==> src/design/rv_isa_pkg.sv <==
`default_nettype none

package rv_isa_pkg;

  typedef logic [63:0] word_t;
  typedef logic [63:0] addr_t;
  typedef logic [31:0] instr_t;
  typedef logic [4:0]  reg_idx_t;
  typedef logic [5:0]  shamt_t;

  typedef enum logic [3:0] {
    ALU_ADD,
    ALU_SUB,
    ALU_SLL,
    ALU_SLT,
    ALU_SLTU,
    ALU_XOR,
    ALU_SRL,
    ALU_SRA,
    ALU_OR,
    ALU_AND,
    ALU_PASS_B
  } alu_op_e;

  // Major opcodes
  localparam logic [6:0] OPC_OP     = 7'b0110011;
  localparam logic [6:0] OPC_OP_IMM = 7'b0010011;
  localparam logic [6:0] OPC_LUI    = 7'b0110111;
  localparam logic [6:0] OPC_SYSTEM = 7'b1110011;

  localparam instr_t INSTR_EBREAK = 32'h0010_0073;

  // Selects sub and sra
  localparam logic [6:0] FUNCT7_ALT = 7'b0100000;

  localparam logic [2:0] F3_ADD_SUB = 3'b000;
  localparam logic [2:0] F3_SLL     = 3'b001;
  localparam logic [2:0] F3_SLT     = 3'b010;
  localparam logic [2:0] F3_SLTU    = 3'b011;
  localparam logic [2:0] F3_XOR     = 3'b100;
  localparam logic [2:0] F3_SRL_SRA = 3'b101;
  localparam logic [2:0] F3_OR      = 3'b110;
  localparam logic [2:0] F3_AND     = 3'b111;

endpackage

`default_nettype wire

==> src/design/pipeline_pkg.sv <==
`default_nettype none

package pipeline_pkg;

  // Where execute takes an operand from
  typedef enum logic [1:0] {
    FWD_REG,
    FWD_EX,
    FWD_WB
  } fwd_sel_e;

  localparam rv_isa_pkg::addr_t PC_STEP  = 64'd4;
  localparam rv_isa_pkg::addr_t RESET_PC = 64'd0;

endpackage

`default_nettype wire

==> src/design/instruction_fetch.sv <==
`timescale 1ns/1ps
`default_nettype none

module instruction_fetch (
  input  logic               clk,
  input  logic               reset,
  input  rv_isa_pkg::instr_t imem_data,
  output rv_isa_pkg::addr_t  imem_addr,
  output logic               valid,
  output rv_isa_pkg::instr_t instruction,
  output logic               is_final
);

  rv_isa_pkg::addr_t pc;
  logic              halted;

  assign imem_addr   = pc;
  assign instruction = imem_data;
  assign valid       = !halted;

  // Only fetch sees the raw word, so ebreak is flagged here
  assign is_final = valid && (imem_data == rv_isa_pkg::INSTR_EBREAK);

  always_ff @(posedge clk) begin
    if (reset) begin
      pc     <= pipeline_pkg::RESET_PC;
      halted <= 1'b0;
    end else if (is_final) begin
      // Counter stays on the ebreak address
      halted <= 1'b1;
    end else if (!halted) begin
      pc <= pc + pipeline_pkg::PC_STEP;
    end
  end

endmodule

`default_nettype wire

==> config.mk <==
export PLATFORM = sky130hd
export DESIGN_NAME = instruction_fetch
export DESIGN_NICKNAME = d
export VERILOG_FILES = /design/src/design/rv_isa_pkg.sv /design/src/design/pipeline_pkg.sv /design/src/design/instruction_fetch.sv
export SDC_FILE = /design/constraint.sdc
export NUM_CORES = 1
export LEC_CHECK = 0
export ABC_AREA = 1
export BUFFER_PORTS_ARGS = -buffer_cell sky130_fd_sc_hd__buf_2
export CAP_MARGIN = 20
export CORE_UTILIZATION = 45
export CTS_BUF_LIST = sky130_fd_sc_hd__clkbuf_4 sky130_fd_sc_hd__clkbuf_8
export DETAILED_ROUTE_END_ITERATION = 8
export GPL_TIMING_DRIVEN = 0
export MAX_ROUTING_LAYER = met4
export PLACE_DENSITY = 0.71
export SLEW_MARGIN = 10
export SYNTH_ARGS = -nofsm -noshare
export SYNTH_HDL_FRONTEND = slang
export SYNTH_SLANG_ARGS = --single-unit
==> constraint.sdc <==
create_clock -name clk -period 2.1 [get_ports clk]
set_input_delay 0.315 -clock clk [delete_from_list [all_inputs] [get_ports clk]]
set_output_delay 0.315 -clock clk [all_outputs]
set_load 0.02 [all_outputs]
; After elaboration in Yosys (flattened, before gate mapping)
; Index checks and enable logic that the tools add are counted.
[totals]
reg_bits = 65
output_inout_bits = 98
word_cells = 9
[classes]
n_addsub = 1
eq_ne = 1
bitwise_logic = 2
reduce_logical = 3
[op_table]
columns = operator, count
row1 = adder 64 x 3 -> 64 bit (second input constant), 1
row2 = == test 32 x 21 -> 1 bit (second input constant), 1
row3 = NOT 1 bit, 2
row4 = AND reduction 2 bit, 1
row5 = logical AND 1 bit, 1
row6 = zero test 1 bit, 1

; Depth between registers and ports, before layout
[depth]
word_depth = 4
depth_mapped = 12
ltp_nobuf = 12

; Worst setup path after synthesis
; OpenSTA, ideal clock, no wires.
[synth_timing]
path_type = reg-to-reg
from = register pc[2] (netlist: imem_addr[2])
to = register pc[38] (netlist: imem_addr[38])
setup_ns = 0.113
arrival_ns = 1.729
slack_ns = 0.258
path_stages_with_launch = 13
path_buffers = 0
period_less_slack_ns = 1.842
cell_sequence = dfxtp_1 ha_1 nand3_1 inv_1 nand2_2 nor2_4 nand2_2 nor2_4 inv_2 nor2_1 nand2_1 nand2_1 nor2_1
[synth_via]
elab_chain_len = 1
[synth_rtl]
columns = element, line_no
row1 = "start, declared", instruction_fetch.sv:14  ; rv_isa_pkg::addr_t pc;
row2 = "start signal, assigned", instruction_fetch.sv:26  ; pc <= pipeline_pkg::RESET_PC;
row3 = "start signal, assigned", instruction_fetch.sv:32  ; pc <= pc + pipeline_pkg::PC_STEP;
row4 = adder 64 x 3 -> 64 bit, instruction_fetch.sv:32
; Every way passes these cells.
; A chain may end at the register's enable or synchronous reset.

; Final worst setup path
[layout_timing]
from = register pc[2] (netlist: imem_addr[2])
to = register pc[20] (netlist: imem_addr[20])
; The elaborated chain is that of the path after synthesis.

==> results.cfg <==
[status]
status = completed

[route]
dr_total_vias = 5424
wl_mm = 15.12
ant_nets = 0
drt_iter0_drc = 328
drc = 0
dr.pass1.iters = 5
vias_per_cell = 5.032
wl_per_cell_um = 14.02

[floorplanning]
num_rows = 36
die_w_um = 104.0
core_area_mm2 = 0.009955
start_util = 0.4707
ioPinCount = 132
dieArea_mm2 = 0.01082
die_h_um = 104.0

[sta]
min_period_over_period = 0.8932
rsz0062_at_grt = false
relSlewSlack = 0.5310
worst_pin_slew_ps = 703.5
final_hold_viol_count = 0
period_minus_slack_ps = 1876
slew_viol_final = 0
fin_skew_ps = 8.387
setup-violations-final = 0
fmax_ghz = 0.5332

[global_routing]
grt_max_degree = 12
overflow = 0
grt_use_total = 0.2900
grt_pass1_wl_mm = 24.15
first_global_vias = 4812
grt_antenna_before_repair = 0

[cts]
clk_path_buf_depth = 2
clk_latency_ps = 360
cts_root_buf = clkbuf_8
cts_made_buffers = 9
postCtsSetupRepairBufs = 0
cts-hold-fix-buffers = 0
htreeDepth = 3
cts_tree = yes
path_clk_slew_ps = 80
numClockSinks = 63

[layout]
drive_gt1_frac = 0.2508
fin_nets = 975
syn_to_final_growth_pct = 23.34
utilization = 0.5806
stdcell_count = 1078
n_antenna_cell = 0
design_area_mm2 = 0.005779
fillers = 1074

[critical_path]
cp-start-kind = flip-flop
crit_type = flip-flop to flip-flop
required_ps = 2330
critPathMaxFanout = 7
cp-end-kind = flip-flop
arrival_ps = 2100

[power]
intPower_w = 0.002223
pwr-share-seq = 0.418
p_sw_frac = 0.2302
p_per_area_mw_per_mm2 = 499.7
clkPwrFrac = 0.501
p_leak_nw = 2.416
pwr-share-comb = 0.081
vdd_drop_max_mv = 0.3696
power_switching_w = 0.0006647

[yosys]
ys_warn_count = 0
synth_area_per_cell_um2 = 5.857
synth_cell_types = 30
synth_area_leaders = dfxtp_1, nand2_1, nor2_1, inv_1, buf_4
synth_cells = 800
synth-edff-count = 0
ys_seq_area_frac = 0.2692
synth_top_area_cell = dfxtp_1
yosys_register_bits = 63
async_reset_ff_frac = 0
yosysMostFrequentCell = nand2_1
syn_area_mm2 = 0.004686
ys.flop_type = dfxtp_1
netlist.area_leader.share = 0.2692
synthTopCellsByCount = nand2_1, nor2_1, inv_1

[place]
place.gp.congestion = 0.9711
port_buffers = 128
place_area_mm2 = 0.005497
dpl.hpwl_mm = 11.93
dp.cells = 1062

[hold_path]
min_path_type = primary input to flip-flop

[flow_run]
drv_cap = 0
-- flip-flops by register name, summed over array words and instances (netlist names) --
| name | count |
|---|---|
| halted | 1 |
| imem_addr | 62 |
-- layer usage --
metal  part of all wire  GRT usage  wire length, µm
met1               0.44     0.3695             6653
met2               0.46     0.4633             6973
met3              0.067    0.04261             1011
met4              0.032     0.1112              479
met5                  0          -                0
-- worst max-delay path, cell delays in order, from the launching register on --
cell     delay [ps]
dfxtp_2         440
ha_4            210
nand3_1         100
inv_1            80
nand2_2         130
inv_2           140
nand2_1         100
nor2_4          150
nand3_1         170
nor2_1          170
nor3b_2          60
-- logic make-up (layout without fill, tap and decap cells) --
kind of cell,count (synthesis),in the layout,synth area share
flip-flops,63,63,0.2692
AO/OA/AOI/OAI,46,46,0.05020
other,1,2,0.0008003
XOR/XNOR,13,13,0.02430
AND/OR/NAND/NOR,545,545,0.5180
buffers and inverters,131,275,0.1348
adder cells (fa/ha/maj),1,1,0.002670
-- final cells by class --
| cell class | instances | area (µm²) | share of cell area |
|---|---|---|---|
| multi-input cells | 607 | 2814 | 0.4869 |
| flip-flops and latches | 63 | 1262 | 0.2184 |
| repair buffers | 128 | 640.6 | 0.1108 |
| plain buffers | 52 | 335.3 | 0.05802 |
| inverters | 79 | 296.5 | 0.05131 |
| well taps | 133 | 166.4 | 0.02879 |
| clock inverters | 6 | 132.6 | 0.02295 |
| clock buffers | 10 | 131.4 | 0.02273 |
-- power groups by stage --
| stage | sequential [W] | combinational, W | clock (W) |
|---|---|---|---|
| after global placement | 0.00123 | 0.000231 | 0 |
| after floorplan | 0.00124 | 0.000143 | 0 |
| after global routing | 0.00121 | 0.000255 | 0.00151 |
| after CTS | 0.00121 | 0.000235 | 0.00146 |
| after detailed placement | 0.00123 | 0.000234 | 0 |
| final | 0.00121 | 0.000234 | 0.00145 |
-- path summary, 6_finish.rpt --
kind | start | end | slack [ps] | depth (start not counted)
worst max register to register | imem_addr[2] | imem_addr[20] | 220 | 10
worst min register to register | imem_addr[10] | imem_addr[10] | 500 | 2
worst max-delay path | imem_addr[2] | imem_addr[20] | 220 | 10
worst min-delay path | reset | imem_addr[7] | 400 | 2
-- layout by cell type, fill, tap and decap left out, types with 8 or more instances in the layout --
master / synthesis / final
nand2_2: 12 / 12
a21oi_1: 36 / 36
nor2_1: 162 / 162
buf_2: 10 / 138
nand2_1: 260 / 260
inv_1: 75 / 75
nor2_4: 15 / 16
dfxtp_1: 63 / 62
nand4_1: 37 / 37
clkbuf_1: 8 / 8
buf_4: 34 / 34
nand3_1: 39 / 39
clkbuf_8: 0 / 9
xnor2_1: 8 / 8
-- metrics by stage --
step                power (W)  hold slack, ps  worst slack, ps  setup TNS (ps)
finish               0.002888           399.6            224.4               0
detailed placement   0.001468           486.4           -2.727          -2.727
global route         0.002969           392.1            32.87               0
global placement     0.001464           481.4            43.64               0
floorplan            0.001381           550.8            257.8               0
CTS                  0.002902           385.8            35.84               0
-- what timing repair did --
| action | in CTS | in global routing |
|---|---|---|
| endpoints found under the hold margin | 0 | 0 |
| endpoints found under the setup margin | 2 | 11 |
| resized for setup | 1 | 3 |
Note: power is estimated with default switching activity, not from simulation.
