===== src/design/rv_isa_pkg.sv =====
`default_nettype none

package rv_isa_pkg;

  typedef logic [63:0] word_t;
  typedef logic [63:0] addr_t;
  typedef logic [31:0] instr_t;
  typedef logic [4:0]  reg_idx_t;
  typedef logic [5:0]  shamt_t;

  typedef enum logic [3:0] {
    ALU_ADD,
    ALU_SUB,
    ALU_SLL,
    ALU_SLT,
    ALU_SLTU,
    ALU_XOR,
    ALU_SRL,
    ALU_SRA,
    ALU_OR,
    ALU_AND,
    ALU_PASS_B
  } alu_op_e;

  // Major opcodes
  localparam logic [6:0] OPC_OP     = 7'b0110011;
  localparam logic [6:0] OPC_OP_IMM = 7'b0010011;
  localparam logic [6:0] OPC_LUI    = 7'b0110111;
  localparam logic [6:0] OPC_SYSTEM = 7'b1110011;

  localparam instr_t INSTR_EBREAK = 32'h0010_0073;

  // Selects sub and sra
  localparam logic [6:0] FUNCT7_ALT = 7'b0100000;

  localparam logic [2:0] F3_ADD_SUB = 3'b000;
  localparam logic [2:0] F3_SLL     = 3'b001;
  localparam logic [2:0] F3_SLT     = 3'b010;
  localparam logic [2:0] F3_SLTU    = 3'b011;
  localparam logic [2:0] F3_XOR     = 3'b100;
  localparam logic [2:0] F3_SRL_SRA = 3'b101;
  localparam logic [2:0] F3_OR      = 3'b110;
  localparam logic [2:0] F3_AND     = 3'b111;

endpackage

`default_nettype wire


===== src/design/pipeline_pkg.sv =====
`default_nettype none

package pipeline_pkg;

  // Where execute takes an operand from
  typedef enum logic [1:0] {
    FWD_REG,
    FWD_EX,
    FWD_WB
  } fwd_sel_e;

  localparam rv_isa_pkg::addr_t PC_STEP  = 64'd4;
  localparam rv_isa_pkg::addr_t RESET_PC = 64'd0;

endpackage

`default_nettype wire


===== src/design/instruction_decode.sv =====
`timescale 1ns/1ps
`default_nettype none

module instruction_decode (
  input  logic                   clk,
  input  logic                   reset,
  input  logic                   in_valid,
  input  rv_isa_pkg::instr_t     instruction,
  input  logic                   in_is_final,
  input  rv_isa_pkg::word_t      rs1_value,
  input  rv_isa_pkg::word_t      rs2_value,
  input  rv_isa_pkg::reg_idx_t   ex_rd,
  input  logic                   ex_write,
  input  rv_isa_pkg::reg_idx_t   wb_rd,
  input  logic                   wb_write,
  output rv_isa_pkg::reg_idx_t   rs1,
  output rv_isa_pkg::reg_idx_t   rs2,
  output logic                   valid,
  output rv_isa_pkg::alu_op_e    alu_op,
  output rv_isa_pkg::word_t      op_a,
  output rv_isa_pkg::word_t      op_b,
  output pipeline_pkg::fwd_sel_e fwd_a,
  output pipeline_pkg::fwd_sel_e fwd_b,
  output rv_isa_pkg::reg_idx_t   rd,
  output logic                   write_to_rd,
  output logic                   is_final
);

  logic [6:0]           opcode;
  logic [2:0]           funct3;
  logic [6:0]           funct7;
  rv_isa_pkg::reg_idx_t rd_field;
  rv_isa_pkg::word_t    imm_i;
  rv_isa_pkg::word_t    imm_u;
  logic                 is_rtype;
  logic                 is_lui;
  logic                 supported;
  logic                 alt;
  rv_isa_pkg::alu_op_e  alu_op_d;

  rv_isa_pkg::reg_idx_t rs1_q;
  rv_isa_pkg::reg_idx_t rs2_q;
  logic                 rs2_used_q;

  assign opcode   = instruction[6:0];
  assign rd_field = instruction[11:7];
  assign funct3   = instruction[14:12];
  assign rs1      = instruction[19:15];
  assign rs2      = instruction[24:20];
  assign funct7   = instruction[31:25];

  assign imm_i = {{52{instruction[31]}}, instruction[31:20]};
  assign imm_u = {{32{instruction[31]}}, instruction[31:12], 12'b0};

  assign is_rtype  = (opcode == rv_isa_pkg::OPC_OP);
  assign is_lui    = (opcode == rv_isa_pkg::OPC_LUI);
  assign supported = is_rtype || is_lui || (opcode == rv_isa_pkg::OPC_OP_IMM);

  // RV64 immediate shifts keep shamt[5] in bit 25, so only funct6 counts
  assign alt = is_rtype ? (funct7 == rv_isa_pkg::FUNCT7_ALT)
                        : ((funct7 >> 1) == (rv_isa_pkg::FUNCT7_ALT >> 1));

  always_comb begin
    alu_op_d = rv_isa_pkg::ALU_ADD;
    if (is_lui) begin
      alu_op_d = rv_isa_pkg::ALU_PASS_B;
    end else begin
      case (funct3)
        rv_isa_pkg::F3_ADD_SUB:
          alu_op_d = (is_rtype && alt) ? rv_isa_pkg::ALU_SUB : rv_isa_pkg::ALU_ADD;
        rv_isa_pkg::F3_SLL:  alu_op_d = rv_isa_pkg::ALU_SLL;
        rv_isa_pkg::F3_SLT:  alu_op_d = rv_isa_pkg::ALU_SLT;
        rv_isa_pkg::F3_SLTU: alu_op_d = rv_isa_pkg::ALU_SLTU;
        rv_isa_pkg::F3_XOR:  alu_op_d = rv_isa_pkg::ALU_XOR;
        rv_isa_pkg::F3_SRL_SRA:
          alu_op_d = alt ? rv_isa_pkg::ALU_SRA : rv_isa_pkg::ALU_SRL;
        rv_isa_pkg::F3_OR:   alu_op_d = rv_isa_pkg::ALU_OR;
        rv_isa_pkg::F3_AND:  alu_op_d = rv_isa_pkg::ALU_AND;
        default:             alu_op_d = rv_isa_pkg::ALU_ADD;
      endcase
    end
  end

  always_ff @(posedge clk) begin
    if (reset) begin
      valid       <= 1'b0;
      write_to_rd <= 1'b0;
      is_final    <= 1'b0;
    end else begin
      valid       <= in_valid;
      write_to_rd <= in_valid && supported && (rd_field != '0);
      is_final    <= in_valid && in_is_final;
    end
  end

  always_ff @(posedge clk) begin
    alu_op     <= alu_op_d;
    op_a       <= rs1_value;
    op_b       <= is_rtype ? rs2_value : (is_lui ? imm_u : imm_i);
    rd         <= rd_field;
    rs1_q      <= rs1;
    rs2_q      <= rs2;
    rs2_used_q <= is_rtype;
  end

  // Checked against the stages ahead while this instruction executes
  // nearer stage first
  always_comb begin
    fwd_a = pipeline_pkg::FWD_REG;
    if (ex_write && ex_rd == rs1_q) begin
      fwd_a = pipeline_pkg::FWD_EX;
    end else if (wb_write && wb_rd == rs1_q) begin
      fwd_a = pipeline_pkg::FWD_WB;
    end
    fwd_b = pipeline_pkg::FWD_REG;
    if (rs2_used_q && ex_write && ex_rd == rs2_q) begin
      fwd_b = pipeline_pkg::FWD_EX;
    end else if (rs2_used_q && wb_write && wb_rd == rs2_q) begin
      fwd_b = pipeline_pkg::FWD_WB;
    end
  end

endmodule

`default_nettype wire


===== config.mk =====
export PLATFORM = sky130hd
export DESIGN_NAME = instruction_decode
export DESIGN_NICKNAME = d
export VERILOG_FILES = /design/src/design/rv_isa_pkg.sv /design/src/design/pipeline_pkg.sv /design/src/design/instruction_decode.sv
export SDC_FILE = /design/constraint.sdc
export NUM_CORES = 1
export LEC_CHECK = 0
export ABC_AREA = 1
export BUFFER_PORTS_ARGS = -buffer_cell sky130_fd_sc_hd__buf_2
export CORE_AREA = 2 2 129 131
export CTS_BUF_LIST = sky130_fd_sc_hd__clkbuf_2 sky130_fd_sc_hd__clkbuf_4 sky130_fd_sc_hd__clkbuf_8
export CTS_CLUSTER_DIAMETER = 100
export DETAILED_ROUTE_END_ITERATION = 8
export DIE_AREA = 0 0 131 133
export SKIP_CTS_REPAIR_TIMING = 1
export SLEW_MARGIN = 20
export SYNTH_ARGS = -nofsm -noshare
export SYNTH_HDL_FRONTEND = slang
export SYNTH_SLANG_ARGS = --single-unit

===== constraint.sdc =====
create_clock -name clk -period 1.4 [get_ports clk]
set_input_delay 0.07 -clock clk [delete_from_list [all_inputs] [get_ports clk]]
set_output_delay 0.07 -clock clk [all_outputs]
set_load 0.05 [all_outputs]

[After elaboration in Yosys (flattened, before gate mapping)]
Index checks and enable logic that the tools add are counted.
Operators by class
  equal/unequal tests: 16
  mux-type cells: 10
  reduce and logical (&&, ||, !) cells: 14
Operators by type and width (number)
  64-bit two-way mux: 1
  4-bit case mux with 8 select lines: 1
  31-bit two-way mux: 1
  7-bit by 6-bit == test with 1-bit output (second input constant): 3
  5-bit == test: 4
  3-bit == test (second input constant): 4
  1-bit logical AND: 10
  2-bit two-way mux: 4
  7-bit by 5-bit == test with 1-bit output (second input constant): 1
  3-bit by 2-bit == test with 1-bit output (second input constant): 2
  6-bit by 5-bit == test with 1-bit output (second input constant): 1
  5-bit nonzero test: 1
  3-bit by 1-bit == test with 1-bit output (second input constant): 1
  3-bit zero test: 1
  1-bit two-way mux: 3
  1-bit logical OR: 2
Storage, ports and cells
  bits in registers: 151
  input port bits: 176
  output and inout bits: 154
  word-level logic and storage cells: 50

[Depth between registers and ports, before layout]
Gate-level depths: netlist of run 1.
  word-level depth: 5
  depth in mapped cells: 9
  depth with buffers taken out: 8

[Worst setup path before layout of run 1]
Ideal clock, no wire load.
  kind: reg-to-output
  start point: reg rs1_q[0]
  end point: out fwd_a[1]
  arrival time: 1.779 ns
  required time: 1.330 ns
  slack: -0.449 ns
  stages on the path, launching flop included: 8
  buffers on the path: 0
  cell sequence: dfxtp_1 -> inv_1 -> nand2_1 -> o21ai_0 -> a21oi_1 -> nand3_1 -> nor2_1 -> nor2_1
On the way
  word-level cells in the longest chain between the ends: 4
  elaborated cells between the ends (all ways): 6
  classes of those cells: 2 x eq/ne; 2 x mux; 2 x reduce/logical
Ends and longest elaborated chain
  from (decl): RTL line instruction_decode.sv:41  | rv_isa_pkg::reg_idx_t rs1_q;
  from (signal assigned): RTL line instruction_decode.sv:101  | rs1_q <= rs1;
  5-bit == test: RTL line instruction_decode.sv:112  | end else if (wb_write && wb_rd == rs1_q) begin
  1-bit logical AND: RTL line instruction_decode.sv:112
  2-bit two-way mux: RTL line instruction_decode.sv:112
  2-bit two-way mux *: RTL line instruction_decode.sv:110  | if (ex_write && ex_rd == rs1_q) begin
  to (decl): RTL line instruction_decode.sv:22  | output pipeline_pkg::fwd_sel_e fwd_a,
Every way passes the cells marked *; elsewhere a longest branch is shown, timed or not.

[Worst setup path in the final report of run 1]
Ends and elaborated chain as after synthesis.

==> results.toml, run 1 <==
[grt]
grt_pass1_vias = 3769
grt_overflow = 0
grt_usage_pct = 14.93
antenna_found_initial = 1
grt_max_degree = 34
grt_pass1_wl_um = 19570

[status]
violations = "setup timing"
status = "complete, but fails checks"

[detailed_routing]
vias_per_cell = 4.059
drtIter0Drc = 120
drt_first_pass_iters = 4
wl_per_cell_um = 13.57
drc = 0
wl_um = 15680
antenna_left = 0
vias = 4688

[cells_and_area]
fin_area_mm2 = 0.008295
seq_area_mm2 = 0.003029
layout_common_cells = "buf_2, dlygate4sd3_1, dfxtp_1"
nNetsFinal = 1098
n_antenna_cell = 0
final_common_cell = "buf_2"
drive_gt1_share_pct = 41.93
area_delta_synth_final_pct = 90.85
multi_input_area_mm2 = 0.001028
nFillCells = 1456
finalNonFillerCells = 1155

[cts]
clk_path_buf_depth = 2
cts_tree = "yes"
root_buffer = "clkbuf_8"
cts.sink_count = 151
cts-buffers-inserted = 17
cts.htree.levels = 4
clk_pin_slew_worst_paths_ps = 100

[power_and_ir_drop]
leakagePower_uw = 0.004070
p_per_area_mw_per_mm2 = 1193
ir_worst_vdd_mv = 0.6973

[placement]
dp.cells = 956
io_buffers = 329
dp_hpwl_um = 10540
place.gp.congestion = 0.8388
placed_area_mm2 = 0.006173

[timing]
setup_viol = 4
slew_viol_final = 0
tightest_slew_ps = 411.7
hold_violations = 0
post-route-period-util_pct = 118.4
rsz0062_at_grt = "true"
slew_headroom_pct = 72.48
period_needed_ps = 1658
fmax_mhz = 603.1
setup-tns-final_ps = -753.1
setup_slack_ps = -258.0

[setup_path]
cpMostUsedCell = "nor2_2"
cp_slowest_cell = "dfxtp_2"
critical_path_buf_inv_count = 2
critPathMaxStageDelay_ps = 360
path_cells = "inv_2, nand2_1, o21ai_1, a21oi_1, nand3_1, nor2_2, nor2_2, buf_6"
crit_required_ps = 1330
path_max_fanout = 3
critPathTopFamily = "simple AND/OR/NAND/NOR gates"
start_kind = "register"
cp-end-kind = "output pin"
crit_type = "register to output pin"
critPathArrivalTime_ps = 1590

[synth]
ys_seq_area_share_pct = 69.55
ys_seq_elements = 151
avgSynthCellArea_um2 = 10.20
ys_types = 22
synth_nets = 602
syn_area_mm2 = 0.004347
netlist_instances = 426
ys_warn_count = 0

[hold_path]
min_path_type = "primary input to register"

[die]
die_w_um = 131
start_util_pct = 26.88
boundaryPins = 330
core_area_mm2 = 0.01617
die_y_um = 133
die_area_mm2 = 0.01742
num_rows = 47

[run]
maxCapViolCount = 0
[cell type report]
| class | count | area share, % |
|---|---|---|
| inverters | 31 | 1.403 |
| clock buffers | 17 | 2.821 |
| clock inverters | 15 | 2.127 |
| repair buffers | 502 | 41.42 |
| flip-flops and latches | 151 | 36.52 |
| well taps | 220 | 3.318 |
| multi-input cells | 219 | 12.40 |
[Yosys cell counts]
cell / number / area share, %
a21oi_1: 8 / 0.92
buf_2: 7 / 0.81
buf_4: 10 / 1.7
buf_6: 8 / 2.1
dfxtp_1: 151 / 70
inv_1: 28 / 2.4
inv_2: 3 / 0.26
nand2_1: 128 / 11
nand2_2: 2 / 0.29
nand3_1: 11 / 1.3
nand3b_1: 1 / 0.17
nand4_1: 4 / 0.58
nor2_1: 17 / 1.5
nor2_4: 2 / 0.52
nor3_1: 2 / 0.23
o211ai_1: 16 / 2.8
o21ai_0: 11 / 1.3
o21ai_1: 7 / 0.81
o22ai_1: 2 / 0.29
or2_2: 1 / 0.14
xnor2_1: 6 / 1.2
xor2_1: 1 / 0.20
[sequential cells by signal (all words and copies together), names as in the netlist, 4 cells and up]
name,count
rs2_q,5
alu_op,4
rd,5
rs1_q,5
op_b,64
op_a,64
[metal layers]
layer	GRT usage (%)	up-vias	share of wire, %
met2	25.42	234	52
met1	16.32	2104	37
met5	0	-	0.11
met4	5.024	2	2.1
met3	6.793	28	9.0
li1	-	2320	-
[where the power goes]
part           internal (uW)  switching [uW]  leakage [uW]  total [uW]
clock                   1360            1930      0.000205        3290
sequential              4540            72.0       0.00127        4610
combinational            730            1270       0.00259        2000
[path summary, 6_finish.rpt]
| check | to | cells past startpoint | start | slack, ps |
|---|---|---|---|---|
| max | fwd_a[1] | 8 | rs1_q[0]$_DFF_P_ | -260 |
| min | alu_op[0]$_SDFF_PN0_ | 6 | instruction[6] | 100 |
[through the flow]
stage	total power (uW)	util [%]	setup WS [ps]	hold WS, ps
floorplan	5755	-	-53.57	97.72
global placement	6305	38.17	193.1	172.4
global route	10350	51.30	-367.7	91.62
detailed placement	6311	38.17	182.1	173.6
CTS	9627	40.71	-321.5	-314.1
finish	9895	51.30	-258.0	97.42
[cell families (layout without fill, tap and decap cells)]
family | after synthesis | in the layout | synth area share [%]
buffers and inverters | 56 | 565 | 7.283
DFF | 151 | 151 | 69.55
xor gates and xnor gates | 7 | 7 | 1.411
and+or+nand+nor | 168 | 168 | 15.72
AOI/OAI and AO/OA | 44 | 44 | 6.045
(Power assumes the default switching activity.)
==> inputs of run 2 (changes only) <==
--- a/config.mk
+++ b/config.mk
@@ -12,6 +12,7 @@
 export CTS_CLUSTER_DIAMETER = 100
 export DETAILED_ROUTE_END_ITERATION = 8
 export DIE_AREA = 0 0 131 133
+export REMOVE_ABC_BUFFERS = 1
 export SKIP_CTS_REPAIR_TIMING = 1
 export SLEW_MARGIN = 20
 export SYNTH_ARGS = -nofsm -noshare
==> run 2 against run 1 <==
Effect of this change:
- the flow still finishes with violations (setup timing)
- clock-buffer cell count rose by 2
- design area is essentially flat
- die area is the same
- critical path type unchanged
- non-clock buffer count is the same
- via count rose by 0.26%
- maximum frequency rose by 5.4%
- global-route usage is 0.36 points lower
==> results.toml, run 2 (synthesized netlist as in run 1, its figures left out) <==
[status]
status = "complete, but fails checks"
violations = "setup timing"

[detailed_routing]
vias = 4700
vias_per_cell = 4.069
route.met2.wl_um = 8287
wl_per_cell_um = 13.64
drc = 0
antenna_left = 0
wl_um = 15760
drt-met1-wl_um = 6060
dr_wl_met3_um = 999
drt_first_pass_iters = 4
drtIter0Drc = 118
top_layer = "met4"

[grt]
antenna_found_initial = 0
grt_max_degree = 34
grt_usage_pct = 14.57
grt_overflow = 0
grt_pass1_vias = 3788
grt_pass1_wl_um = 18950

[power_and_ir_drop]
p_seq_share_pct = 45.7
intPower_uw = 6971
switchingPower_uw = 3090
ir_worst_vdd_mv = 0.6978
p_per_area_mw_per_mm2 = 1214
leakagePower_uw = 0.004072
power.share.switching_pct = 30.71
pwr-share-clk_pct = 34.4
p_comb_share_pct = 19.8

[timing]
hold_ws_ps = 53.99
post-route-period-util_pct = 112.4
fmax_mhz = 635.5
slew_headroom_pct = 80.27
tightest_slew_ps = 292.8
setup-tns-final_ps = -549.0
period_needed_ps = 1574
hold_violations = 0
setup_slack_ps = -173.7
rsz0062_at_grt = "true"
setup_viol = 4
slew_viol_final = 0

[die]
boundaryPins = 330
die_y_um = 133
die_area_mm2 = 0.01742
core_area_mm2 = 0.01617
start_util_pct = 26.88
die_w_um = 131
num_rows = 47

[setup_path]
crit_start = "rs1_q[3]$_DFF_P_"
path_max_fanout = 4
start_kind = "register"
crit_type = "register to output pin"
critPathArrivalTime_ps = 1500
cp-end-kind = "output pin"
crit_path_end = "fwd_a[1]"
crit_required_ps = 1330

[cells_and_area]
nNetsFinal = 1098
finalNonFillerCells = 1155
area_delta_synth_final_pct = 90.67
reg.largest.list = "op_a x64, op_b x64"
layout_common_cells = "buf_2, dlygate4sd3_1, dfxtp_1"
n_antenna_cell = 0
final_common_cell = "buf_2"
drive_gt1_share_pct = 41.60

[placement]
dp_hpwl_um = 10210
dp.cells = 957
place.gp.congestion = 0.8420
io_buffers = 329

[hold_path]
min_path_type = "primary input to register"

[cts]
clk_path_buf_depth = 2
cts_tree = "yes"
cts-buffers-inserted = 17
cts.sink_count = 151
root_buffer = "clkbuf_8"
cts.htree.levels = 4
clk_pin_slew_worst_paths_ps = 80

[run]
maxCapViolCount = 0
-- run 2: stage by stage --
stage | cell area, um2 | utilization [%] | setup WS, ps | power, uW
after floorplan | 4146 | - | -449.3 | 5667
after global placement | 6171 | 38.16 | 226.7 | 6299
after detailed placement | 6171 | 38.16 | 205.2 | 6307
after CTS | 6585 | 40.72 | -304.4 | 9810
after global routing | 8288 | 51.25 | -321.1 | 10500
final | 8288 | 51.25 | -173.7 | 10060
-- run 2: how the worst min path moves through the flow --
stage / from / endpoint / slack, ps / depth (start not counted)
after floorplan: rs1_value[0] / op_a[0]$_DFF_P_ / 100 / 0
after global placement: rs1_value[56] / op_a[56]$_DFF_P_ / 170 / 1
after detailed placement: rs1_value[7] / op_a[7]$_DFF_P_ / 170 / 1
after CTS: rs1_value[20] / op_a[20]$_DFF_P_ / -320 / 1
after global routing: instruction[3] / write_to_rd$_SDFF_PP0_ / 30 / 4
final: instruction[3] / write_to_rd$_SDFF_PP0_ / 50 / 4
-- run 2: worst max-delay path, stage by stage, from the launching register on --
cell and delay, ps:
dfxtp_1 340, or2_2 290, nand4_1 110, nor2_2 60, nor2_2 110, buf_6 160
-- run 2: power groups by stage --
stage / sequential, uW / clock [uW] / combinational, uW
final: 4600 / 3460 / 2000
after global routing: 4630 / 3770 / 2100
after CTS: 4600 / 3600 / 1610
after detailed placement: 4700 / 0 / 1610
after global placement: 4690 / 0 / 1610
after floorplan: 5500 / 0 / 164
-- run 2: per-layer routing --
metal,GRT usage (%),up-vias
met5,0,-
met4,6.619,0
met3,5.944,32
met2,24.12,207
met1,16.23,2141
li1,-,2320
-- run 2: layout make-up --
class | count | area (um2)
fillers | 1431 | 7884
inverters | 31 | 116.4
flip-flops and latches | 151 | 3028
clock buffers | 19 | 255.2
clock inverters | 13 | 158.9
well taps | 220 | 275.3
multi-input cells | 219 | 1021
repair buffers | 502 | 3433
