### src/design/rv_isa_pkg.sv
`default_nettype none

package rv_isa_pkg;

  typedef logic [63:0] word_t;
  typedef logic [63:0] addr_t;
  typedef logic [31:0] instr_t;
  typedef logic [4:0]  reg_idx_t;
  typedef logic [5:0]  shamt_t;

  typedef enum logic [3:0] {
    ALU_ADD,
    ALU_SUB,
    ALU_SLL,
    ALU_SLT,
    ALU_SLTU,
    ALU_XOR,
    ALU_SRL,
    ALU_SRA,
    ALU_OR,
    ALU_AND,
    ALU_PASS_B
  } alu_op_e;

  // Major opcodes
  localparam logic [6:0] OPC_OP     = 7'b0110011;
  localparam logic [6:0] OPC_OP_IMM = 7'b0010011;
  localparam logic [6:0] OPC_LUI    = 7'b0110111;
  localparam logic [6:0] OPC_SYSTEM = 7'b1110011;

  localparam instr_t INSTR_EBREAK = 32'h0010_0073;

  // Selects sub and sra
  localparam logic [6:0] FUNCT7_ALT = 7'b0100000;

  localparam logic [2:0] F3_ADD_SUB = 3'b000;
  localparam logic [2:0] F3_SLL     = 3'b001;
  localparam logic [2:0] F3_SLT     = 3'b010;
  localparam logic [2:0] F3_SLTU    = 3'b011;
  localparam logic [2:0] F3_XOR     = 3'b100;
  localparam logic [2:0] F3_SRL_SRA = 3'b101;
  localparam logic [2:0] F3_OR      = 3'b110;
  localparam logic [2:0] F3_AND     = 3'b111;

endpackage

`default_nettype wire

### src/design/writeback_stage.sv
`timescale 1ns/1ps
`default_nettype none

module writeback_stage (
  input  logic                 clk,
  input  logic                 reset,
  input  logic                 in_valid,
  input  rv_isa_pkg::word_t    in_result,
  input  rv_isa_pkg::reg_idx_t in_rd,
  input  logic                 in_write_to_rd,
  input  logic                 in_is_final,
  output logic                 reg_write_en,
  output rv_isa_pkg::reg_idx_t reg_write_index,
  output rv_isa_pkg::word_t    reg_write_value,
  output logic                 done
);

  logic valid_q;
  logic write_q;

  always_ff @(posedge clk) begin
    if (reset) begin
      valid_q <= 1'b0;
      write_q <= 1'b0;
      done    <= 1'b0;
    end else begin
      valid_q <= in_valid;
      write_q <= in_write_to_rd;
      // Sticky until reset
      if (in_valid && in_is_final) begin
        done <= 1'b1;
      end
    end
  end

  always_ff @(posedge clk) begin
    reg_write_index <= in_rd;
    reg_write_value <= in_result;
  end

  assign reg_write_en = valid_q && write_q;

endmodule

`default_nettype wire

### config.mk
export PLATFORM = sky130hd
export DESIGN_NAME = writeback_stage
export DESIGN_NICKNAME = d
export VERILOG_FILES = /design/src/design/rv_isa_pkg.sv /design/src/design/writeback_stage.sv
export SDC_FILE = /design/constraint.sdc
export NUM_CORES = 1
export LEC_CHECK = 0
export BUFFER_PORTS_ARGS = -buffer_cell sky130_fd_sc_hd__buf_2
export CAP_MARGIN = 25
export CORE_ASPECT_RATIO = 1.4
export CORE_UTILIZATION = 34
export CTS_CLUSTER_SIZE = 10
export DETAILED_ROUTE_END_ITERATION = 8
export PLACE_DENSITY = 0.85
export SLEW_MARGIN = 10
export SYNTH_ARGS = -nofsm -noshare
export SYNTH_HDL_FRONTEND = slang
export SYNTH_SLANG_ARGS = --single-unit
### constraint.sdc
create_clock -name clk -period 0.8 [get_ports clk]
set_input_delay 0.08 -clock clk [delete_from_list [all_inputs] [get_ports clk]]
set_output_delay 0.08 -clock clk [all_outputs]
set_load 0.01 [all_outputs]
---- Yosys cells after proc, flatten, opt, wreduce, memory -nomap -nowiden ----
Cells that the tools add are included.
storage, ports and cells
  bits in registers ....................... 72
  input port bits ......................... 74
  output and inout port bits .............. 71
  word-level logic and storage cells ...... 7
operators by class
  reduce and logical (&&, ||, !) cells .... 2
operators by type and width
  cell                 number
  $logic_and A1 B1 Y1  2

---- Depth between registers and ports, before layout ----
Gate-level depths: netlist of run 1.
  word-level depth ........................ 1
  depth in mapped cells ................... 2
  gate-level depth less buffers ........... 2

---- Worst setup path before layout of run 1 ----
No wires, ideal clock.
  path type ............................... reg2reg
  start point ............................. register done (netlist name)
  end point ............................... register done
  library setup time ...................... 114 ps
  arrival ................................. 466 ps
  data required time ...................... 686 ps
  setup slack ............................. 220 ps
  cell stages (with the launch flop) ...... 3
  path buffers ............................ 0
  clock period less this slack ............ 580 ps
  path through ............................ dfxtp_1 -> a21oi_1 -> nor2_1
RTL lines
  item                    line                   RTL
  end signal: assignment  writeback_stage.sv:25  done <= 1'b0;
  end signal: assignment  writeback_stage.sv:31  done <= 1'b1;
  end: declaration        writeback_stage.sv:15  output logic done

---- Worst setup path in the final report of run 1 ----
  start point ............................. register valid_q
  end point ............................... output port reg_write_en
on the way
  cells in the longest elaborated chain, start to end .. 1
RTL lines
  item                      line                   RTL
  start: declaration        writeback_stage.sv:18  logic valid_q;
  start signal: assignment  writeback_stage.sv:27  valid_q <= in_valid;
  $logic_and A1 B1 Y1       writeback_stage.sv:41  assign reg_write_en = valid_q && write_q;
  end: declaration          writeback_stage.sv:12  output logic reg_write_en,
Every way passes these cells.

==> flow_metrics.py, run 1 <==
metrics = {
    "synthesis": {
        "ys_ff_latch": 72,
        "synth.area.top_cells": "dfxtp_1 (98%), nor2b_1 (0.85%), and2_1 (0.43%), a21oi_1 (0.34%), nor2_1 (0.26%)",
        "synth-main-ff-cell": "dfxtp_1",
        "synth_top_area_share_pct": 98.1,
        "syn-cell-area_um2": 1470,
        "yosysTopAreaCell": "dfxtp_1",
        "syn_inst": 77,
        "yosysMostFrequentCell": "dfxtp_1",
        "synth_edf_count": 0,
        "syn-num-nets": 151,
        "yosys_warnings": 0,
        "synth.distinct_cells": 5,
        "syn_avg_cell_area_um2": 19.1,
        "synth_commonest_cells": "dfxtp_1 (72), nor2b_1 (2), a21oi_1 (1), and2_1 (1), nor2_1 (1)",
        "ys_seq_area_share_pct": 98.1,
        "ys_async_sr_fraction_pct": 0,
    },
    "timing": {
        "rsz0062_at_grt": "true",
        "worst_slack_ns": -0.171,
        "holdWs_ns": 0.377,
        "setup_viol": 71,
        "slew_headroom_pct": 91.8,
        "drv_slew": 0,
        "fmax_mhz": 1030,
        "skew_ns": 0,
        "final.period_utilization_pct": 121,
        "finalHoldViolCount": 0,
        "tightest_slew_ns": 0.123,
        "timing.final.crit_period_ns": 0.971,
    },
    "clock_tree": {
        "htree_levels": 3,
        "cts_buffer_depth": 2,
        "clock_latency_ns": 0.33,
        "cts-root-buf": "clkbuf_8",
        "cts.reportedPaths.clkPinSlew_ns": 0.08,
        "numCtsBuffers": 9,
        "numClockSinks": 72,
        "cts_tree": "yes",
        "cts_setup_buffers": 0,
    },
    "floorplanning": {
        "die_width_um": 57.6,
        "dieArea_um2": 4590,
        "initial_core_util_pct": 36.5,
        "ioPinCount": 145,
        "coreArea_um2": 4020,
        "rows": 27,
        "die_h_um": 79.8,
    },
    "routing": {
        "first_pass_iters": 8,
        "drt-initial-drc-count": 21,
        "via_per_inst": 4.18,
        "num_vias": 1483,
        "drtAntennaViolNets": 0,
        "drc": 9,
        "wl_per_cell_um": 17.4,
        "postRouteWirelength_um": 6160,
    },
    "hold_path": {
        "min_path_cells": 2,
        "hp-class": "in2reg",
        "hold_path_startpoint": "in_result[31]",
    },
    "layout": {
        "utilization_pct": 85.7,
        "fin_area_um2": 3450,
        "fillers": 176,
        "drive_gt1_share_pct": 63.2,
        "seq_area_um2": 1490,
        "areaGrowthSynthToFinish_pct": 135,
        "nets": 379,
        "multi_input_area_um2": 27.5,
        "finalNonFillerCells": 355,
    },
    "critical_path": {
        "critical_path.max_fanout": 1,
        "reg2reg_depth": 2,
        "cp-startpoint": "valid_q",
        "r2r_start": "done",
        "worst-setup-path-type": "reg2out",
        "worstSetupStartpointType": "flip-flop",
        "cp.required_ns": 0.72,
        "endpoint_kind": "output pin",
        "cp.arrival_ns": 0.89,
    },
    "power_and_ir_drop": {
        "leakage_nw": 1.66,
        "power.density_nw_per_um2": 2140,
        "vdd.ir_drop.worst_mv": 1.66,
    },
    "global_routing": {
        "grt_pass1_wl_um": 7730,
        "grt_max_degree": 13,
        "overflow": 0,
        "grt_use_total_pct": 25.0,
        "grt_pass1_vias": 1641,
        "antenna_found_initial": 2,
    },
    "placed_design": {
        "dp.cells": 264,
        "port_buffers": 144,
        "finalWeightedCongestion": 0.687,
        "dp_hpwl_um": 2640,
        "pre_cts_slack_ns": 0.178,
        "placed_cell_area_um2": 2240,
    },
    "status": {
        "status": "finished with violations",
        "violations": "design-rule violations, negative setup slack",
    },
    "job": {
        "cap_violations": 0,
    },
}
## per-stage QoR
| step | total power, W | TNS (ns) |
|---|---|---|
| 4_1_cts | 0.00719 | -4.75 |
| 3_5_place_dp | 0.00437 | 0 |
| 6_report | 0.00737 | -3.60 |
| 3_3_place_gp | 0.00435 | 0 |
| 2_1_floorplan | 0.00402 | 0 |
| 5_1_grt | 0.00765 | -6.01 |
## logic make-up (layout without fill, tap and decap cells)
logic type | count (synthesis) | in the layout | synth area share, %
other | 0 | 2 | 0
buffers and inverters | 0 | 233 | 0
AND/OR/NAND/NOR | 4 | 4 | 1.53
flip-flops | 72 | 72 | 98.1
AO/OA/AOI/OAI | 1 | 1 | 0.340
## state kept, by name, summed over array words and instances (netlist names)
| name | cells |
|---|---|
| reg_write_value | 64 |
| reg_write_index | 5 |
| done | 1 |
| valid_q | 1 |
| write_q | 1 |
## metal layers
metal	up-vias	GRT usage, %	wire [um]
li1	694	-	-
met1	674	19.5	1750
met2	99	48.6	3680
met3	16	10.4	508
met4	0	14.9	221
met5	-	0	0
## worst max-delay path: stages (launching register included)
cell     delay [ns]
dfxtp_1        0.29
and2_1         0.14
buf_2          0.13
## cell usage in the layout (no fill, tap or decap)
master / count
a21oi_1: 1
and2_1: 1
buf_2: 106
buf_6: 38
clkbuf_1: 1
clkbuf_8: 11
clkinv_2: 1
clkinv_4: 1
clkinvlp_4: 2
dfxtp_1: 35
dfxtp_2: 37
diode_2: 2
dlygate4sd3_1: 73
nor2_1: 1
nor2b_1: 2
## final cells by class
class                           instances  area share, %
Antenna cell                            2          0.145
Sequential cell                        72           43.2
Timing Repair Buffer                  217           49.0
Clock inverter                          4          0.835
Multi-Input combinational cell          5          0.799
Clock buffer                           12           4.50
Tap cell                               43           1.56
## timing repair
| item | in CTS | in global routing |
|---|---|---|
| endpoints found under the hold margin | 72 | 0 |
| endpoints found under the setup margin | 71 | 71 |
| resized for setup | 12 | 63 |
| gates cloned | 0 | 0 |
| hold buffers | 73 | 0 |
## report_power, final
part | internal [W] | switching (W) | leakage [nW]
Sequential | 0.00380 | 0.0000823 | 0.608
Clock | 0.00130 | 0.00129 | 0.0886
Combinational | 0.000597 | 0.000306 | 0.964
Total | 0.00569 | 0.00168 | 1.66
## worst paths after layout
path,end,slack [ns]
setup / recovery,reg_write_en,-0.17
hold / removal,reg_write_value[31],0.38
setup reg to reg,done,0.22
hold reg to reg,done,0.48
Power figures use the tool's default switching activity.
==> run 2, diff against run 1 <==
- SETUP_SLACK_MARGIN: unset -> 0.5
==> run 2 against run 1 <==
  * The run ends with design-rule violations, negative hold slack, negative setup slack left
  * Cell area is 14% lower
  * Setup slack lost 0.024 ns
  * Final cell count shrank 21%
  * Utilization down 12 points
  * Critical path type unchanged
  * Largest power group unchanged
==> flow_metrics.py, run 2 (synthesis results as in run 1) <==
metrics = {
    "floorplanning": {
        "die_width_um": 57.6,
        "die_h_um": 79.8,
        "coreArea_um2": 4020,
        "ioPinCount": 145,
        "initial_core_util_pct": 36.5,
        "dieArea_um2": 4590,
        "rows": 27,
    },
    "layout": {
        "finalNonFillerCells": 280,
        "final_cell_mix": "buf_2 (73), buf_6 (73), dfxtp_2 (72)",
        "drive_gt1_share_pct": 97.5,
        "reg.largest.list": "reg_write_value (64), reg_write_index (5)",
        "largest_reg_flops": 64,
        "fillers": 285,
        "regMostFlops": "reg_write_value",
        "diodes": 0,
        "areaGrowthSynthToFinish_pct": 102,
        "nets": 308,
    },
    "clock_tree": {
        "cts-root-buf": "clkbuf_8",
        "cts_tree": "yes",
        "clock_latency_ns": 0.33,
        "cts_buffer_depth": 2,
        "numCtsBuffers": 9,
        "htree_levels": 3,
        "cts.reportedPaths.clkPinSlew_ns": 0.07,
        "numClockSinks": 72,
    },
    "hold_path": {
        "hp-class": "in2reg",
    },
    "power_and_ir_drop": {
        "power.density_nw_per_um2": 2340,
        "vdd.ir_drop.worst_mv": 1.71,
        "seqPwrFrac_pct": 56.6,
        "leakage_nw": 1.43,
        "p_int_w": 0.00547,
        "p_sw_share_pct": 21.0,
        "comb_power_share_pct": 10.1,
        "p_clk_share_pct": 33.3,
        "p_sw_w": 0.00145,
    },
    "routing": {
        "postRouteWirelength_um": 4090,
        "first_pass_iters": 7,
        "drt-initial-drc-count": 43,
        "num_vias": 1161,
        "drc": 10,
        "via_per_inst": 4.15,
        "wl_per_cell_um": 14.6,
        "drtAntennaViolNets": 0,
    },
    "critical_path": {
        "critical_path.max_fanout": 1,
        "worst-setup-path-type": "reg2out",
        "cp.arrival_ns": 0.91,
        "cp.required_ns": 0.72,
        "endpoint_kind": "output pin",
        "worstSetupStartpointType": "flip-flop",
    },
    "placed_design": {
        "port_buffers": 144,
        "finalWeightedCongestion": 0.717,
        "dp.cells": 264,
        "dp_hpwl_um": 2760,
    },
    "job": {
        "cap_violations": 0,
    },
    "global_routing": {
        "use_met1_pct": 15.1,
        "use_met2_pct": 31.0,
        "busiest_layer": "met2",
        "antenna_found_initial": 0,
        "grtUsageMet3_pct": 7.46,
        "grt_max_degree": 11,
        "grt_pass1_wl_um": 5580,
        "overflow": 0,
        "grt_pass1_vias": 1230,
        "grt_use_total_pct": 17.9,
    },
    "timing": {
        "drv_slew": 0,
        "worst_slack_ns": -0.194,
        "rsz0062_at_grt": "true",
        "fmax_mhz": 1010,
        "setup_viol": 71,
        "tightest_slew_ns": 0.107,
        "finalHoldViolCount": 72,
        "holdWs_ns": -0.155,
        "slew_headroom_pct": 92.9,
        "skew_ns": 0,
        "final.period_utilization_pct": 124,
        "timing.final.crit_period_ns": 0.994,
    },
    "status": {
        "violations": "design-rule violations, negative hold slack, negative setup slack",
        "status": "finished with violations",
    },
}
[run 2: path summary, 6_finish.rpt]
| check | to | depth (start not counted) | slack, ns | from |
|---|---|---|---|---|
| worst max-delay path | reg_write_en | 2 | -0.19 | write_q |
| worst min-delay path | reg_write_index[0] | 1 | -0.16 | in_rd[0] |
| worst max register to register | done | 4 | 0.01 | done |
| worst min register to register | done | 4 | 0.65 | done |
[run 2: power by group through the flow]
stage / sequential, W / combinational, W / clock, W
global route: 0.00392 / 0.000738 / 0.00256
floorplan: 0.00405 / 0.0000104 / 0
finish: 0.00391 / 0.000699 / 0.00231
global placement: 0.00393 / 0.000461 / 0
CTS: 0.00391 / 0.000690 / 0.00237
detailed placement: 0.00394 / 0.000475 / 0
[run 2: area by class of cell]
cell class | count | area, um2 | share of cell area [%]
Clock buffer | 13 | 149 | 5.03
Clock inverter | 1 | 5.00 | 0.169
Multi-Input combinational cell | 5 | 33.8 | 1.14
Sequential cell | 72 | 1530 | 51.7
Tap cell | 43 | 53.8 | 1.82
Timing Repair Buffer | 146 | 1190 | 40.1
[run 2: through the flow]
stage / total power [W] / util (%) / cell area (um2) / setup slack, ns / setup TNS (ns)
final: 0.00692 / 73.6 / 2960 / -0.194 / -2.63
after global placement: 0.00439 / 58.1 / 2340 / 0.178 / 0
after global routing: 0.00722 / 73.6 / 2960 / -0.226 / -4.70
after detailed placement: 0.00441 / 58.1 / 2340 / 0.179 / 0
after floorplan: 0.00406 / - / 1560 / 0.243 / 0
after CTS: 0.00697 / 73.3 / 2950 / -0.177 / -3.55
[run 2: layer usage]
| metal | share of wire, % | up-vias |
|---|---|---|
| met3 | 9.7 | 16 |
| met5 | 0 | - |
| met1 | 29 | 515 |
| met4 | 4.4 | 0 |
| li1 | - | 549 |
| met2 | 56 | 81 |
[run 2: worst max-delay path, cell delays in order (launching register included)]
cell	delay, ns
dfxtp_2	0.32
and2_4	0.15
buf_6	0.11
[run 2: what timing repair did]
| item | in CTS | in global routing |
|---|---|---|
| pin swaps | 1 | 2 |
| gates resized for setup | 72 | 3 |
| endpoints found under the setup margin | 72 | 72 |
| endpoints found under the hold margin | 72 | 72 |
| setup buffers | 1 | 1 |
==> run 3, diff against run 2 <==
- ABC_AREA: unset -> 0
- clock period: 0.8 -> 0.98 ns (I/O delays scaled with it)
==> run 3 against run 2 <==
  * The run ends with design-rule violations, negative hold slack left
  * Clock skew is the same
  * Combinational power is 38% lower
  * Power fell by 21%
  * Register-to-register slack gained 0.30 ns
  * Non-clock buffer count down 1
  * Critical path depth unchanged
  * Final cell count rose by 0.36%
  * Wire length fell by 17%
  * Count of clock-buffer cells in the layout did not move
  * First-iteration DRC count shrank 37%
  * Clock power fell by 18%
  * Utilization fell by 9.7 points
  * Largest cell class unchanged
  * Critical path type unchanged
==> flow_metrics.py, run 3 (synthesis results as in run 1) <==
metrics = {
    "critical_path": {
        "cp.required_ns": 0.88,
        "worst-setup-path-type": "reg2out",
        "cp.arrival_ns": 0.87,
        "critical_path.cell_chain": "and2_4 -> buf_6",
        "endpoint_kind": "output pin",
        "critical_path.max_fanout": 1,
        "crit_path_top_delay_cell": "dfxtp_1",
        "slowest_delay_ns": 0.30,
        "worstSetupStartpointType": "flip-flop",
    },
    "routing": {
        "num_vias": 1126,
        "drt-initial-drc-count": 27,
        "wl_per_cell_um": 12.1,
        "drtAntennaViolNets": 0,
        "drc": 10,
        "postRouteWirelength_um": 3410,
        "via_per_inst": 4.01,
        "first_pass_iters": 6,
    },
    "timing": {
        "timing.final.crit_period_ns": 0.972,
        "drv_slew": 0,
        "fmax_mhz": 1030,
        "setup_tns_ns": 0,
        "skew_ns": 0,
        "rsz0062_at_grt": "true",
        "final.period_utilization_pct": 99.2,
        "holdWs_ns": -0.126,
        "slew_headroom_pct": 93.6,
        "setup_viol": 0,
        "finalHoldViolCount": 72,
        "tightest_slew_ns": 0.0956,
    },
    "hold_path": {
        "hp-class": "in2reg",
    },
    "global_routing": {
        "grt_pass1_vias": 1099,
        "grt_max_degree": 12,
        "antenna_found_initial": 0,
        "grt_pass1_wl_um": 4400,
        "grt_use_total_pct": 13.6,
        "overflow": 0,
    },
    "power_and_ir_drop": {
        "p_clk_share_pct": 34.8,
        "comb_power_share_pct": 7.9,
        "leakage_nw": 1.32,
        "power.density_nw_per_um2": 2130,
        "p_sw_w": 0.00114,
        "vdd.ir_drop.worst_mv": 1.39,
        "p_sw_share_pct": 20.9,
        "p_int_w": 0.00433,
        "seqPwrFrac_pct": 57.3,
    },
    "layout": {
        "reg.largest.list": "reg_write_value (64), reg_write_index (5)",
        "mostFrequentLayoutCell": "buf_2",
        "drive_gt1_share_pct": 74.8,
        "fillers": 318,
        "diodes": 0,
        "largest_reg_flops": 64,
        "areaGrowthSynthToFinish_pct": 74.9,
        "nets": 307,
        "final_cell_mix": "buf_2 (125), dfxtp_1 (54), buf_6 (20)",
        "regMostFlops": "reg_write_value",
    },
    "clock_tree": {
        "cts_tree": "yes",
        "numClockSinks": 72,
        "cts_buffer_depth": 2,
        "cts-root-buf": "clkbuf_8",
        "cts.reportedPaths.clkPinSlew_ns": 0.07,
        "clock_latency_ns": 0.32,
        "numCtsBuffers": 9,
        "htree_levels": 3,
    },
    "floorplanning": {
        "die_h_um": 79.8,
        "die_width_um": 57.6,
        "coreArea_um2": 4020,
        "dieArea_um2": 4590,
        "initial_core_util_pct": 36.5,
        "ioPinCount": 145,
        "rows": 27,
    },
    "status": {
        "violations": "design-rule violations, negative hold slack",
        "status": "finished with violations",
    },
    "placed_design": {
        "port_buffers": 144,
        "finalWeightedCongestion": 0.706,
    },
    "job": {
        "cap_violations": 0,
    },
}
==> run 3: cell types whose count changed in the layout (fill, tap and decap cells not counted) <==
cell	previous run	this run
dfxtp_1	0	54
clkinvlp_4	0	1
dfxtp_2	72	18
clkinv_2	1	2
buf_6	73	20
buf_2	73	125
==> run 3: layout make-up <==
cell class	instances	area (um2)	area share, %
Multi-Input combinational cell	5	33.8	1.32
Timing Repair Buffer	145	851	33.1
Clock buffer	13	149	5.80
Clock inverter	3	17.5	0.682
Tap cell	43	53.8	2.09
Sequential cell	72	1460	57.0
==> run 3: what timing repair did <==
action                     in CTS  in global routing
hold endpoints to repair       72                 72
setup endpoints to repair      72                 72
pin swaps                       2                  2
setup buffers                   1                  0
gates resized for setup         9                 28
==> run 3: through the flow <==
step	utilization, %	total power [W]	worst slack (ns)	instance area, um2	instances
2_1_floorplan	-	0.00328	0.423	1480	77
3_3_place_gp	56.0	0.00355	0.340	2250	264
3_5_place_dp	56.0	0.00357	0.341	2250	264
4_1_cts	61.3	0.00551	-0.00812	2460	281
5_1_grt	63.9	0.00569	-0.0233	2570	281
6_report	63.9	0.00547	0.00765	2570	281
==> run 3: path summary, 6_finish.rpt <==
path            startpoint  slack [ns]             endpoint  cells past startpoint
max                valid_q       0.008         reg_write_en                      2
min          in_result[30]       -0.13  reg_write_value[30]                      1
max reg2reg           done        0.31                 done                      3
min reg2reg           done        0.56                 done                      3
==> run 3: power by group through the flow <==
stage | combinational, W | sequential (W) | clock (W)
2_1_floorplan | 0.00000852 | 0.00327 | 0
3_3_place_gp | 0.000375 | 0.00318 | 0
3_5_place_dp | 0.000384 | 0.00319 | 0
4_1_cts | 0.000403 | 0.00312 | 0.00198
5_1_grt | 0.000462 | 0.00315 | 0.00208
6_report | 0.000432 | 0.00314 | 0.00190
==> run 3: worst max-delay path: cells and delay by family, from the launching register on <==
family,cells,cell delay [ns]
flops,1,0.30
simple gates,1,0.14
buf+inv,1,0.11
==> run 3: layer usage <==
layer | up-vias | routed length (um) | global-route usage, %
met3 | 5 | 316 | 5.02
met4 | 0 | 44 | 10.2
met5 | - | 0 | 0
met1 | 502 | 1000 | 10.2
met2 | 72 | 2040 | 26.5
li1 | 547 | - | -
